==> src/hdl/lstm_pkg.sv <==
`default_nettype none

package lstm_pkg;
        typedef logic signed [15:0] data_t;     // q4.12, 1.0 = 0x1000
        typedef logic signed [31:0] acc_t;      // q8.24 products and sums
        typedef logic [5:0]         addr_t;     // 64 word memory

        typedef enum logic [2:0] {
                gs_idle,
                gs_fetch_bias,
                gs_fetch_weight,
                gs_fetch_input,
                gs_accumulate,
                gs_finish
        } gate_state_t;

        localparam data_t Q_ONE = 16'sh1000;

        function automatic data_t q_from_acc(acc_t a);
                acc_t s;
                s = a >>> 12;                   // back to q4.12
                if (s > 32'sd32767)
                        return 16'sh7fff;
                else if (s < -32'sd32768)
                        return 16'sh8000;
                return s[15:0];
        endfunction

        function automatic data_t q_mul(data_t a, data_t b);
                acc_t p;
                p = a * b;
                return q_from_acc(p);
        endfunction

        function automatic data_t q_add_sat(data_t a, data_t b);
                logic signed [16:0] s;
                s = a + b;
                if (s[16] != s[15])
                        return s[16] ? 16'sh8000 : 16'sh7fff;
                return s[15:0];
        endfunction
endpackage

`default_nettype wire

==> src/hdl/wb_arbiter.sv <==
`timescale 1ns/1ps
`default_nettype none

module wb_arbiter #(
        parameter int NUM_MASTERS = 5
) (
        input  logic                              clk,
        input  logic                              reset,
        input  logic [NUM_MASTERS-1:0]            m_cyc,
        input  logic [NUM_MASTERS-1:0]            m_stb,
        input  logic [NUM_MASTERS-1:0]            m_we,
        input  lstm_pkg::addr_t [NUM_MASTERS-1:0] m_adr,
        input  lstm_pkg::data_t [NUM_MASTERS-1:0] m_dat_w,
        output lstm_pkg::data_t [NUM_MASTERS-1:0] m_dat_r,
        output logic [NUM_MASTERS-1:0]            m_ack,
        output logic                              s_cyc,
        output logic                              s_stb,
        output logic                              s_we,
        output lstm_pkg::addr_t                   s_adr,
        output lstm_pkg::data_t                   s_dat_w,
        input  lstm_pkg::data_t                   s_dat_r,
        input  logic                              s_ack
);
        localparam int GW = (NUM_MASTERS > 1) ? $clog2(NUM_MASTERS) : 1;

        logic [GW-1:0] grant;
        logic [GW-1:0] next_grant;

        // nearest requester after the current owner wins
        always_comb
        begin
                int cand;
                next_grant = grant;
                for (int k = NUM_MASTERS; k >= 1; k--)
                begin
                        cand = (int'(grant) + k) % NUM_MASTERS;
                        if (m_cyc[cand])
                                next_grant = GW'(cand);
                end
        end

        always_ff @(posedge clk)
        begin
                if (reset)
                        grant <= '0;
                else if (!m_cyc[grant])
                        grant <= next_grant;            // owner let go of cyc
        end

        assign s_cyc   = m_cyc[grant];
        assign s_stb   = m_stb[grant];
        assign s_we    = m_we[grant];
        assign s_adr   = m_adr[grant];
        assign s_dat_w = m_dat_w[grant];
        assign m_dat_r = {NUM_MASTERS{s_dat_r}};

        always_comb
        begin
                m_ack        = '0;
                m_ack[grant] = s_ack;                   // the rest keep waiting
        end
endmodule

`default_nettype wire

==> config.mk <==
export PLATFORM = sky130hd
export DESIGN_NAME = wb_arbiter
export DESIGN_NICKNAME = d
export VERILOG_FILES = /design/src/hdl/lstm_pkg.sv /design/src/hdl/wb_arbiter.sv
export SDC_FILE = /design/constraint.sdc
export NUM_CORES = 1
export LEC_CHECK = 0
export ABC_CLOCK_PERIOD_IN_PS = 13610
export BUFFER_PORTS_ARGS = -buffer_cell sky130_fd_sc_hd__buf_2
export CAP_MARGIN = 5
export CORE_AREA = 4 4 95 97
export CTS_BUF_LIST = sky130_fd_sc_hd__clkbuf_4 sky130_fd_sc_hd__clkbuf_8 sky130_fd_sc_hd__clkbuf_16
export DETAILED_ROUTE_END_ITERATION = 12
export DIE_AREA = 0 0 99 101
export MAX_ROUTING_LAYER = met4
export PLACE_DENSITY_LB_ADDON = 0.2
export REMOVE_ABC_BUFFERS = 1
export SYNTH_ARGS = -nofsm -noshare
export SYNTH_HDL_FRONTEND = slang
export SYNTH_SLANG_ARGS = --single-unit
==> constraint.sdc <==
create_clock -name clk -period 13.61 [get_ports clk]
set_input_delay 2.0415 -clock clk [delete_from_list [all_inputs] [get_ports clk]]
set_output_delay 2.0415 -clock clk [all_outputs]
set_load 0.005 [all_outputs]
==> flow_summary.yaml <==
floorplan:
  rows: 33
  ios: 254
  fp.dieW_um: 99
  die-area_um2: 9999
  design.core.area_um2: 8134
  die_y_um: 101
  initial_utilization: 0.4302
synthesis:
  synth_ff_type: "dfxtp_1"
  synth-async-reset-ratio: 0
  yosysWarnings: 0
  synthCells: 430
  synth_commonest_cells: "buf_4 (80), mux4_2 (27), a22o_1 (24), nand2_1 (24), ha_1 (23)"
  yosysTopAreaCell: "mux4_2"
  syn-cell-area_um2: 3500
  synth-edff-count: 0
  yosysSeqAreaShare: 0.01716
  syn_avg_cell_area_um2: 8.139
  netlist_top_cells_area: "mux4_2 (17%), buf_4 (17%), ha_1 (8.2%)"
  synth_most_common_cell: "buf_4"
  synth.distinct_cells: 71
  ys_ff_latch: 3
  synth.top_cell.area_share: 0.1738
critical_path:
  crit_arrival_ns: 3.05
  crit_required_ns: 11.57
  crit_top_cell: "buf_2"
  worstSetupStartpointType: "input pin"
  path_max_fanout: 10
  rrSetupSlack_ns: 8.53
  cp_cell_sequence: "buf_2 -> mux2i_1 -> nor2_1 -> a21oi_1 -> o21ai_0 -> buf_2"
  cpPeakStageDelay_ns: 0.34
  slowest_stage: "o21ai_0"
  path_class: "in2out"
  end_kind: "output port"
power_and_ir_drop:
  p_leak_nw: 1.776
  power_uw: 662.6
  power_density_nw_per_um2: 174.4
  peakVddDrop_v: 0.00006553
timing:
  fin_skew_ns: 0.003371
  timing.slew.headroom: 0.5386
  tightest_slew_ns: 0.6920
  final_hold_viol_count: 0
  setup_viol: 0
  drv_slew: 0
  rsz0062_at_grt: "no"
  fmax_mhz: 196.5
  tns_ns: 0
  period_needed_ns: 5.088
  finalCritPeriodShare: 0.3738
placement:
  dpl_cell_area_um2: 3747
  gp_congestion: 1.026
  port_buffers: 157
  dp_hpwl_mm: 12.21
layout:
  layout.nets: 658
  final_area_um2: 3799
  area_delta_synth_final_pct: 8.545
  top_register: "grant"
  largest_register_ffs: 3
  drive_gt1_frac: 0.4469
  top_regs: "grant x3"
job:
  maxCapViolCount: 0
detailed_routing:
  drc_errors: 0
  postRouteAntennaNets: 0
  drtIter0Drc: 354
  wl_per_cell_um: 24.80
  vias: 3771
  routed_wirelength_mm: 14.78
  drt_pre_antenna_iters: 6
  viasPerCell: 6.327
global_routing:
  grt_overflow_total: 0
  track_usage: 0.2839
  grt_pass1_wl_mm: 21.15
  busiest_layer: "met2"
  global_route.usage.met2: 0.3905
  grt_max_degree: 49
  met1_usage: 0.3607
  grt_use_met3: 0.08443
  grt_pass1_vias: 3494
  grt_antenna_before_repair: 1
clocking:
  clk_path_buf_depth: 2
  h-tree-depth: 1
  post_cts_buffers: 0
  cts.sinks: 3
  cts_hold_buf: 0
  clk_latency_ns: 0.22
  cts_root_buf: "clkbuf_8"
  cts_resized: 0
  clk_pin_slew_worst_paths_ns: 0.03
  cts_buffers: 3
  cts_tree: "yes"
status:
  status: "complete, no violations"
min_path:
  hold_class: "reg2reg"
metrics by stage:
stage          std cells  hold WS (ns)  worst slack (ns)    util
3_5_place_dp         591        0.8185             8.539  0.4607
4_1_cts              595        0.8233             8.526  0.4667
3_3_place_gp         591        0.8111             8.537  0.4607
2_1_floorplan        324        0.9654             7.783       -
5_1_grt              596        0.8550             8.228  0.4670
6_report             596        0.8050             8.522  0.4670
power breakdown:
part / switching, mW / total (mW) / leakage [nW] / internal [mW]
sequential: 0.00753 / 0.0201 / 0.0257 / 0.0126
combinational: 0.345 / 0.615 / 1.72 / 0.270
clock: 0.00573 / 0.0277 / 0.0262 / 0.0219
total: 0.358 / 0.663 / 1.78 / 0.305
area by class of cell:
cell class	count	area [um2]
clock buffers	4	48.80
fillers	823	4335
multi-input cells	300	2649
inverters	21	78.83
repair buffers	162	823.3
flip-flops and latches	3	65.06
well taps	105	131.4
diodes	1	2.502
per-layer routing:
layer / share of wire / wire length [um]
met5: 0 / 0
met4: 0.074 / 1094
met3: 0.12 / 1839
met2: 0.41 / 6078
met1: 0.39 / 5766
cell families (layout without fill, tap and decap cells):
logic type                 after synthesis  after routing  share of synthesized area
muxes                                   38             38                     0.2063
buffers and inverters                  127            187                     0.2274
other                                    0              1                          0
DFF                                      3              3                    0.01716
xor gates and xnor gates                 8              8                    0.02646
AOI/OAI and AO/OA                      128            128                     0.2760
and+or+nand+nor                        103            103                     0.1645
adders and majority gates               23             23                    0.08223
cells in the final DEF (no fill, tap or decap), drive strengths merged, types with 5 or more instances in the layout:
master / synthesis / routed
a211oi: 10 / 10
a21oi: 18 / 18
a22o: 24 / 24
a31oi: 6 / 6
and2: 6 / 6
and3: 8 / 8
buf: 97 / 162
ha: 23 / 23
inv: 19 / 19
mux2i: 8 / 8
mux4: 27 / 27
nand2: 24 / 24
nand2b: 9 / 9
nand3: 10 / 10
nand4: 5 / 5
nor2: 14 / 14
nor2b: 5 / 5
nor3b: 6 / 6
o211ai: 6 / 6
o21ai: 15 / 15
o22ai: 6 / 6
xnor2: 6 / 6
worst max-delay path: cells and delay by family:
family,cells,cell delay (ns)
mux,1,0.12
compound gates,2,0.39
simple gates,1,0.12
buf+inv,2,0.37
path summary, 6_finish.rpt:
check / startpoint / endpoint / cells after the start
setup / recovery: m_cyc[2] / s_cyc / 6
hold / removal: grant[1]$_SDFFE_PP0P_ / grant[1]$_SDFFE_PP0P_ / 3
setup reg to reg: grant[1]$_SDFFE_PP0P_ / grant[1]$_SDFFE_PP0P_ / 17
hold reg to reg: grant[1]$_SDFFE_PP0P_ / grant[1]$_SDFFE_PP0P_ / 3
Note: power is estimated with default switching activity, not from simulation.
