**config.mk**
```make
export PLATFORM = sky130hd
export DESIGN_NAME = gate_mac
export DESIGN_NICKNAME = d
export VERILOG_FILES = /design/src/hdl/lstm_pkg.sv /design/src/hdl/gate_mac.sv
export SDC_FILE = /design/constraint.sdc
export NUM_CORES = 1
export LEC_CHECK = 0
export ABC_AREA = 1
export BUFFER_PORTS_ARGS = -buffer_cell sky130_fd_sc_hd__clkbuf_2
export CAP_MARGIN = 40
export CORE_UTILIZATION = 45
export CTS_BUF_LIST = sky130_fd_sc_hd__clkbuf_16
export CTS_CLUSTER_DIAMETER = 60
export DETAILED_ROUTE_END_ITERATION = 8
export PLACE_DENSITY_LB_ADDON = 0.25
export RECOVER_POWER = 25
export SLEW_MARGIN = 10
export SYNTH_ARGS = -nofsm -noshare
export SYNTH_HDL_FRONTEND = slang
export SYNTH_SLANG_ARGS = --single-unit
export TNS_END_PERCENT = 20
```
**constraint.sdc**
```tcl
create_clock -name clk -period 7.1 [get_ports clk]
set_input_delay 1.42 -clock clk [delete_from_list [all_inputs] [get_ports clk]]
set_output_delay 1.42 -clock clk [all_outputs]
set_load 0.01 [all_outputs]
```
**src/hdl/lstm_pkg.sv**
```systemverilog
`default_nettype none

package lstm_pkg;
        typedef logic signed [15:0] data_t;     // q4.12, 1.0 = 0x1000
        typedef logic signed [31:0] acc_t;      // q8.24 products and sums
        typedef logic [5:0]         addr_t;     // 64 word memory

        typedef enum logic [2:0] {
                gs_idle,
                gs_fetch_bias,
                gs_fetch_weight,
                gs_fetch_input,
                gs_accumulate,
                gs_finish
        } gate_state_t;

        localparam data_t Q_ONE = 16'sh1000;

        function automatic data_t q_from_acc(acc_t a);
                acc_t s;
                s = a >>> 12;                   // back to q4.12
                if (s > 32'sd32767)
                        return 16'sh7fff;
                else if (s < -32'sd32768)
                        return 16'sh8000;
                return s[15:0];
        endfunction

        function automatic data_t q_mul(data_t a, data_t b);
                acc_t p;
                p = a * b;
                return q_from_acc(p);
        endfunction

        function automatic data_t q_add_sat(data_t a, data_t b);
                logic signed [16:0] s;
                s = a + b;
                if (s[16] != s[15])
                        return s[16] ? 16'sh8000 : 16'sh7fff;
                return s[15:0];
        endfunction
endpackage

`default_nettype wire

```
**src/hdl/gate_mac.sv**
```systemverilog
`timescale 1ns/1ps
`default_nettype none

module gate_mac #(
        parameter int VEC_LEN    = 4,
        parameter int GATE_BASE  = 0,
        parameter int INPUT_BASE = 48
) (
        input  logic            clk,
        input  logic            reset,
        input  logic            launch,
        output logic            wb_cyc,
        output logic            wb_stb,
        output logic            wb_we,
        output lstm_pkg::addr_t wb_adr,
        output lstm_pkg::data_t wb_dat_w,
        input  lstm_pkg::data_t wb_dat_r,
        input  logic            wb_ack,
        output lstm_pkg::data_t gate_value,
        output logic            gate_done
);
        lstm_pkg::gate_state_t state;
        logic [3:0]            idx;
        logic                  last_idx;
        lstm_pkg::data_t       weight_r;
        lstm_pkg::data_t       input_r;
        lstm_pkg::acc_t        acc;
        lstm_pkg::acc_t        product;
        logic signed [32:0]    acc_wide;
        lstm_pkg::acc_t        acc_sat;

        assign last_idx = (idx == 4'(VEC_LEN - 1));
        assign product  = weight_r * input_r;
        assign acc_wide = {acc[31], acc} + {product[31], product};
        assign acc_sat  = (acc_wide[32] != acc_wide[31]) ?
                          {acc_wide[32], {31{~acc_wide[32]}}} : acc_wide[31:0];

        // bus side decoded from the state, cyc held for the whole run
        always_comb
        begin
                wb_cyc = 1'b1;
                wb_stb = 1'b1;
                wb_adr = '0;
                case (state)
                lstm_pkg::gs_fetch_bias:   wb_adr = lstm_pkg::addr_t'(GATE_BASE);
                lstm_pkg::gs_fetch_weight: wb_adr = lstm_pkg::addr_t'(GATE_BASE + 1 + idx);
                lstm_pkg::gs_fetch_input:  wb_adr = lstm_pkg::addr_t'(INPUT_BASE + idx);
                lstm_pkg::gs_accumulate:   wb_stb = 1'b0;
                default:
                begin
                        wb_cyc = 1'b0;
                        wb_stb = 1'b0;
                end
                endcase
        end

        assign wb_we    = 1'b0;                         // read only master
        assign wb_dat_w = '0;

        // last product shows up the cycle after the final input ack
        assign gate_done  = (state == lstm_pkg::gs_accumulate) && last_idx;
        assign gate_value = lstm_pkg::q_from_acc((state == lstm_pkg::gs_accumulate) ?
                                                 acc_sat : acc);

        always_ff @(posedge clk)
        begin
                if (reset)
                begin
                        state <= lstm_pkg::gs_idle;
                        idx   <= '0;
                end
                else
                begin
                        case (state)
                        lstm_pkg::gs_idle:
                                if (launch)
                                        state <= lstm_pkg::gs_fetch_bias;
                        lstm_pkg::gs_fetch_bias:
                                if (wb_ack)
                                begin
                                        acc   <= {{4{wb_dat_r[15]}}, wb_dat_r, 12'h000};
                                        idx   <= '0;
                                        state <= lstm_pkg::gs_fetch_weight;
                                end
                        lstm_pkg::gs_fetch_weight:
                                if (wb_ack)
                                begin
                                        weight_r <= wb_dat_r;
                                        state    <= lstm_pkg::gs_fetch_input;
                                end
                        lstm_pkg::gs_fetch_input:
                                if (wb_ack)
                                begin
                                        input_r <= wb_dat_r;
                                        state   <= lstm_pkg::gs_accumulate;
                                end
                        lstm_pkg::gs_accumulate:
                        begin
                                acc   <= acc_sat;
                                idx   <= idx + 4'd1;
                                state <= last_idx ? lstm_pkg::gs_finish :
                                                    lstm_pkg::gs_fetch_weight;
                        end
                        default:
                                state <= lstm_pkg::gs_idle;
                        endcase
                end
        end
endmodule

`default_nettype wire

```
==> qor_table.md, run 1 <==
| Parameter | Value | Unit |
|:---|:---|:---|
| Count of nets after finishing | 2539 | - |
| Wire length after detailed routing | 41100 | microns |
| Largest cells by area after synthesis | sky130_fd_sc_hd__fa_1, sky130_fd_sc_hd__inv_1, sky130_fd_sc_hd__nand2_1 | - |
| Achievable clock frequency | 121.8 | MHz |
| Share of cells above drive strength 1 | 22.04 | % |
| H-tree level count | 3 | - |
| Number of register bits inferred by synthesis | 71 | - |
| Worst-case setup margin in the final layout | -1.113 | ns |
| GRT overflow | 0 | - |
| Total Routing Usage GR | 25.52 | % |
| Via count of the first global-routing pass | 12800 | - |
| Distinct cell type count after synthesis | 43 | - |
| Most common flop cell mapped by yosys | sky130_fd_sc_hd__edfxtp_1 | - |
| Insertion delay to the later sink of the worst-skew pair | 0.36 | ns |
| Detailed router's first-iteration violation count | 733 | - |
| Area share of the leading cell type in the synthesized netlist | 39.49 | % |
| Final estimated routing congestion in global placement | 0.9236 | - |
| Number of buffers added on ports | 44 | - |
| Die width | 185.5 | microns |
| Sort of element at the start of the critical path | flip-flop | - |
| Worst clock skew | 0.01058 | ns |
| Critical Path Most Common Cell | sky130_fd_sc_hd__fa_1 | - |
| Final worst-path cycle share | 115.7 | % |
| Number of fill cells in the layout | 3029 | - |
| Via density per instance | 4.773 | - |
| Total die area | 34420 | sq um |
| Clock tree from TritonCTS | yes | - |
| Number of iterations in the first detailed-routing pass | 5 | - |
| Unrepaired setup endpoints after global routing | true | - |
| Area growth from synthesis to layout | 24.25 | % |
| Sum of net half-perimeters after detailed placement | 35320 | microns |
| Number of core rows | 66 | - |
| Slew HR | 53.55 | % |
| Data required time of the worst path | 5.68 | ns |
| Core Util, Final | 57.29 | % |
| Die height | 185.5 | microns |
| Mapped cell area | 15160 | sq um |
| Worst Setup End Kind | output port | - |
| Number of synthesized flops with an enable pin | 64 | - |
| Delay contributed by the slowest stage of the critical path | 0.68 | ns |
| Setup slack of the worst register-to-register path | 0.74 | ns |
| Startpoint of the most critical hold path | idx[3]$_SDFFE_PP0P_ | - |
| Clk root buf | sky130_fd_sc_hd__clkbuf_16 | - |
| Critical path start-end classification | reg2out | - |
| Number of antenna violations at the first check in global routing | 1 | - |
| Worst hold path stage count | 2 | - |
| Io pins | 62 | - |
| First-pass GRT wire length | 66110 | microns |
| Capturing point of the worst reg2reg path | acc[25]$_DFFE_PP_ | - |
| DRC Markers | 0 | - |
| Max-Cap Viols | 0 | - |
| Synth Area per Inst | 8.062 | sq um |
| Final routed wire length divided by cell count | 16.02 | microns |
| Measured slew at the worst slew-check pin | 0.6957 | ns |
| Failing checks | setup timing | - |
| Worst-path maximum fanout | 7 | - |
| Final setup vio count | 16 | - |
| Seq/Total Area, Yosys | 13.61 | % |
| Hold path endpoint | idx[3]$_SDFFE_PP0P_ | - |
| Starting density of the core | 46.11 | % |
| Worst Reg2Reg Path Length in Cells | 30 | - |
| Commonest cells after routing, fill and taps aside | sky130_fd_sc_hd__inv_1, sky130_fd_sc_hd__nand2_1, sky130_fd_sc_hd__fa_1 | - |
| Status | finished with violations | - |
| Data arrival at the endpoint of the critical path | 6.79 | ns |
| Buffer levels on the longest clock path | 2 | - |
| Leading cell type in the layout, fill and taps excluded | sky130_fd_sc_hd__inv_1 | - |
| Placeable core region | 32870 | sq um |
| Proportion of register bits with asynchronous set or reset after synthesis | 0 | % |
| Routed vias | 12240 | - |
| Count of clock tree sinks | 71 | - |
| Time the final worst path needs with I/O delays and setup | 8.213 | ns |
| Count of yosys warnings during synthesis | 0 | - |
| CTS Hold Buffers Added | 0 | - |
| Number of hold violations in the final report | 0 | - |
| Num CTS Buffers | 9 | - |
| Type of the worst min-delay path | reg2reg | - |
| Leading area contributor after synthesis | sky130_fd_sc_hd__fa_1 | - |
| Cell with the biggest individual delay on the critical path | sky130_fd_sc_hd__fa_2 | - |
| Pins Over Slew Limit | 0 | - |
| CTS clock-pin slew for the worst setup and hold paths | 0.07 | ns |
| Antenna diodes | 0 | - |
| Instance count of the mapped netlist | 1880 | - |
| Largest net degree at the start of global routing | 38 | - |
| Critical register-to-register path startpoint | weight_r[15]$_DFFE_PP_ | - |
| Antenna Violating Nets Remaining | 0 | - |
cell usage after synthesis, types with 2 or more instances:
cell and instances:
sky130_fd_sc_hd__buf_4 17, sky130_fd_sc_hd__xnor2_1 14, sky130_fd_sc_hd__fa_1 299, sky130_fd_sc_hd__a21oi_1 34, sky130_fd_sc_hd__nand3_1 28, sky130_fd_sc_hd__edfxtp_1 64
sky130_fd_sc_hd__a31oi_1 2, sky130_fd_sc_hd__ha_1 102, sky130_fd_sc_hd__xor2_1 10, sky130_fd_sc_hd__buf_6 2, sky130_fd_sc_hd__nand3_2 5, sky130_fd_sc_hd__clkbuf_1 64
sky130_fd_sc_hd__o21bai_1 6, sky130_fd_sc_hd__buf_1 2, sky130_fd_sc_hd__nor2_1 63, sky130_fd_sc_hd__nor3_1 5, sky130_fd_sc_hd__nand2_2 10, sky130_fd_sc_hd__nand2_1 518
sky130_fd_sc_hd__and2_1 3, sky130_fd_sc_hd__dfxtp_1 7, sky130_fd_sc_hd__buf_2 2, sky130_fd_sc_hd__or2_2 5, sky130_fd_sc_hd__inv_1 552, sky130_fd_sc_hd__nand4_1 5
sky130_fd_sc_hd__inv_2 2, sky130_fd_sc_hd__o21ai_0 34, sky130_fd_sc_hd__nor4_1 3, sky130_fd_sc_hd__nor2_2 7
through the flow:
stage	cell area [sq um]	std cells	hold slack (ns)	setup WS (ns)	TNS [ns]
2_1_floorplan	15450	1896	0.4539	-0.1762	-2.309
3_3_place_gp	17800	2525	0.4744	-0.8115	-11.06
3_5_place_dp	17840	2528	0.4797	-0.8494	-12.12
4_1_cts	18380	2553	0.4910	-1.052	-16.26
5_1_grt	18830	2565	0.5413	-1.332	-20.56
6_report	18830	2565	0.4960	-1.113	-16.93
registers in the layout, summed over array words and instances, names as in the netlist:
| register | count |
|---|---|
| weight_r | 16 |
| state | 3 |
| acc | 32 |
| input_r | 16 |
| idx | 4 |
layout make-up:
class                           count  area (sq um)  area share [%]
Inverter                          554          2085           11.07
Sequential cell                    71          2062           10.95
Clock buffer                        9         225.2           1.196
Tap cell                          442         553.0           2.937
Timing Repair Buffer              298          2465           13.09
Clock inverter                      7         56.30          0.2990
Multi-Input combinational cell   1184         11380           60.46
what timing repair did:
action,in CTS,in global routing
pin swaps,12,23
setup endpoints to repair,16,16
cloned,0,1
buffers inserted,9,11
resized for setup,43,97
worst max-delay path by stage:
stage                            from        endpoint
3_5_place_dp     input_r[4]$_DFFE_PP_   gate_value[6]
5_1_grt        weight_r[15]$_DFFE_PP_   gate_value[5]
4_1_cts          input_r[3]$_DFFE_PP_   gate_value[2]
6_report       weight_r[15]$_DFFE_PP_   gate_value[2]
3_3_place_gp   weight_r[15]$_DFFE_PP_   gate_value[6]
2_1_floorplan  weight_r[15]$_DFFE_PP_  gate_value[10]
cell families (layout without fill, tap and decap cells):
group / after synthesis / in the layout / synth area share, %
buf+inv: 641 / 868 / 16.41
simple gates: 656 / 656 / 17.42
compound gates: 86 / 86 / 3.236
xor+xnor: 24 / 24 / 1.387
fa+ha+maj: 401 / 401 / 47.92
other cells: 1 / 17 / 0.02474
flops: 71 / 71 / 13.61
critical path: cells and delay by family (launching register included):
kind	cells	cell delay (ns)
adders and majority gates	7	3.38
buffers and inverters	10	1.00
and+or+nand+nor	10	0.92
AOI/OAI and AO/OA	4	0.74
DFF	1	0.34
layer usage:
| layer | track usage [%] | wire length [microns] | vias to the layer above |
|---|---|---|---|
| li1 | - | - | 5807 |
| met2 | 43.91 | 20380 | 344 |
| met3 | 3.561 | 2353 | 60 |
| met4 | 6.711 | 1000 | 0 |
| met1 | 33.72 | 17370 | 6033 |
| met5 | 0 | 0 | - |
Power of run 1 is not shown: default switching activity piles up to over one toggle a cycle in this logic, so the estimate is an artifact.
==> run 2, diff against run 1 <==
Settings changed: CORE_ASPECT_RATIO from default to 1.75.
==> run 2 against run 1 <==
  * The run still ends with setup timing left
  * Core utilization fell by 0.36 points
  * Clock skew rose by 0.0054 ns
  * Count of clock-buffer cells in the layout unchanged
==> qor_table.md, run 2 (synthesis gave the netlist of run 1 again) <==
| Parameter | Value | Unit | Delta |
|:---|:---|:---|:---|
| Die width | 140.7 | microns | -24% |
| Data required time of the worst path | 5.68 | ns | about the same |
| Commonest cells after routing, fill and taps aside | sky130_fd_sc_hd__inv_1, sky130_fd_sc_hd__nand2_1, sky130_fd_sc_hd__fa_1 | - |  |
| Number of hold violations in the final report | 0 | - | unchanged |
| Number of iterations in the first detailed-routing pass | 5 | - | unchanged |
| Worst Setup End Kind | output port | - |  |
| Number of fill cells in the layout | 3010 | - | -0.63% |
| Detailed router's first-iteration violation count | 512 | - | -30% |
| GRT overflow | 0 | - | unchanged |
| Final estimated routing congestion in global placement | 0.8755 | - | -5.2% |
| Antenna diodes | 0 | - | unchanged |
| Startpoint of the most critical hold path | idx[3]$_SDFFE_PP0P_ | - |  |
| Cell with the biggest individual delay on the critical path | sky130_fd_sc_hd__fa_2 | - |  |
| Starting density of the core | 45.88 | % | -0.23 points |
| Placeable core region | 33030 | sq um | +0.50% |
| Failing checks | setup timing | - |  |
| Critical register-to-register path startpoint | weight_r[15]$_DFFE_PP_ | - |  |
| Measured slew at the worst slew-check pin | 0.7894 | ns | +0.09368 ns |
| Final routed wire length divided by cell count | 17.51 | microns | +9.3% |
| Critical Path Most Common Cell | sky130_fd_sc_hd__nand2_2 | - |  |
| Crit path depth | 31 | - | unchanged |
| Antenna Violating Nets Remaining | 0 | - | unchanged |
| Cell family contributing the most delay on the critical path | adder cells | - |  |
| Count of nets after finishing | 2544 | - | +0.20% |
| Io pins | 62 | - | unchanged |
| Worst hold path stage count | 2 | - | unchanged |
| Core Util, Final | 56.94 | % | -0.36 points |
| Type of the worst min-delay path | reg2reg | - |  |
| Top Registers | acc: 32 flops, input_r: 16 flops, weight_r: 16 flops | - |  |
| Insertion delay to the later sink of the worst-skew pair | 0.38 | ns | +0.02 ns |
| Unrepaired setup endpoints after global routing | true | - |  |
| Data arrival at the endpoint of the critical path | 6.80 | ns | about the same |
| Wire length after detailed routing | 44360 | microns | +7.9% |
| Worst slack after detailed placement | -0.9409 | ns | -0.09150 ns |
| Total Routing Usage GR | 27.63 | % | +2.1 points |
| Start point of the critical path | weight_r[15]$_DFFE_PP_ | - |  |
| Time the final worst path needs with I/O delays and setup | 8.218 | ns | +0.004990 ns |
| Final worst-path cycle share | 115.7 | % | about the same |
| Max FFs per register | 32 | - | unchanged |
| H-tree level count | 3 | - | unchanged |
| CTS clock-pin slew for the worst setup and hold paths | 0.06 | ns | about the same |
| Buffering stage count on the worst path with inverters included | 10 | - | unchanged |
| Largest net degree at the start of global routing | 38 | - | unchanged |
| Via density per instance | 4.880 | - | +2.2% |
| Delay contributed by the slowest stage of the critical path | 0.61 | ns | -0.07 ns |
| Clock tree from TritonCTS | yes | - |  |
| Number of buffers added on ports | 44 | - | unchanged |
| Final setup vio count | 16 | - | unchanged |
| Leading cell type in the layout, fill and taps excluded | sky130_fd_sc_hd__inv_1 | - |  |
| First-pass GRT wire length | 70790 | microns | +7.1% |
| Slew HR | 47.37 | % | -6.2 points |
| Die height | 244.8 | microns | +32% |
| Via count of the first global-routing pass | 13770 | - | +7.5% |
| Status | finished with violations | - |  |
| Total die area | 34450 | sq um | about the same |
| Share of cells above drive strength 1 | 21.80 | % | -0.24 points |
| Area growth from synthesis to layout | 24.09 | % |  |
| Number of core rows | 88 | - | +33% |
| Register with the highest flop count | acc | - |  |
| Critical path start-end classification | reg2out | - |  |
| Sum of net half-perimeters after detailed placement | 38000 | microns | +7.6% |
| Worst Reg2Reg Path Length in Cells | 30 | - | unchanged |
| Worst clock skew | 0.01601 | ns | +0.005429 ns |
| Max-Cap Viols | 0 | - | unchanged |
| Num CTS Buffers | 9 | - | unchanged |
| Routed vias | 12360 | - | +0.96% |
| Post-Route Setup TNS | -17.17 | ns | -0.2346 ns |
| Worst-path maximum fanout | 8 | - | +1 |
| Achievable clock frequency | 121.7 | MHz | about the same |
| Count of clock tree sinks | 71 | - | unchanged |
| DRC Markers | 0 | - | unchanged |
| Pins Over Slew Limit | 0 | - | unchanged |
| Worst-case setup margin in the final layout | -1.118 | ns | -0.004990 ns |
| Buffer levels on the longest clock path | 2 | - | unchanged |
| Number of antenna violations at the first check in global routing | 0 | - | -1 |
| Sort of element at the start of the critical path | flip-flop | - |  |
| Clk root buf | sky130_fd_sc_hd__clkbuf_16 | - |  |
## run 2: cell types whose count changed in the layout (fill, tap and decap cells not counted), moves of 4 or more
cell	previous run	this run
sky130_fd_sc_hd__nor2_4	10	6
sky130_fd_sc_hd__buf_4	219	230
sky130_fd_sc_hd__nand2_1	471	465
sky130_fd_sc_hd__nand2_4	10	15
sky130_fd_sc_hd__buf_6	12	16
sky130_fd_sc_hd__fa_1	286	291
sky130_fd_sc_hd__nand3_2	8	4
sky130_fd_sc_hd__clkbuf_2	25	16
sky130_fd_sc_hd__fa_2	13	8
sky130_fd_sc_hd__nor2_1	53	58
sky130_fd_sc_hd__nand3_4	5	9
## run 2: final timing paths
check | end | slack (ns)
max | gate_value[9] | -1.12
min | idx[3]$_SDFFE_PP0P_ | 0.49
max reg2reg | acc[24]$_DFFE_PP_ | 0.68
min reg2reg | idx[3]$_SDFFE_PP0P_ | 0.49
## run 2: area by class of cell
| cell class | instances | area (sq um) | area share [%] |
|---|---|---|---|
| flip-flops and latches | 71 | 2062 | 10.96 |
| well taps | 405 | 506.7 | 2.694 |
| clock inverters | 7 | 32.53 | 0.1730 |
| repair buffers | 303 | 2509 | 13.34 |
| clock buffers | 9 | 225.2 | 1.198 |
| inverters | 554 | 2082 | 11.07 |
| multi-input cells | 1184 | 11390 | 60.56 |
## run 2: layer usage
layer / vias up / global-route usage (%) / part of all wire (%)
li1: 5820 / - / -
met4: 0 / 16.40 / 6.6
met2: 303 / 54.83 / 58
met3: 145 / 3.258 / 3.1
met1: 6093 / 26.73 / 33
met5: - / 0 / 0
## run 2: through the flow
stage	std cells	hold WS (ns)	instance area, sq um
2_1_floorplan	1896	0.4539	15450
3_3_place_gp	2488	0.4677	17680
3_5_place_dp	2489	0.4768	17710
4_1_cts	2525	0.4870	18450
5_1_grt	2533	0.5217	18810
6_report	2533	0.4867	18810
## run 2: repair_timing
| item | 4_1_cts | 5_1_grt |
|---|---|---|
| setup buffers | 19 | 8 |
| resized for setup | 58 | 95 |
| pin swaps | 28 | 52 |
| setup endpoints to repair | 16 | 16 |
| gates cloned | 1 | 1 |
| hold buffers | 0 | 0 |
## run 2: tightest hold or removal path, cell delays in order, from the launching register on
cell                      delay (ns)
sky130_fd_sc_hd__dfxtp_1        0.32
sky130_fd_sc_hd__nand2_1        0.07
sky130_fd_sc_hd__a21oi_1        0.05
Power of run 2 is left out for the same reason.
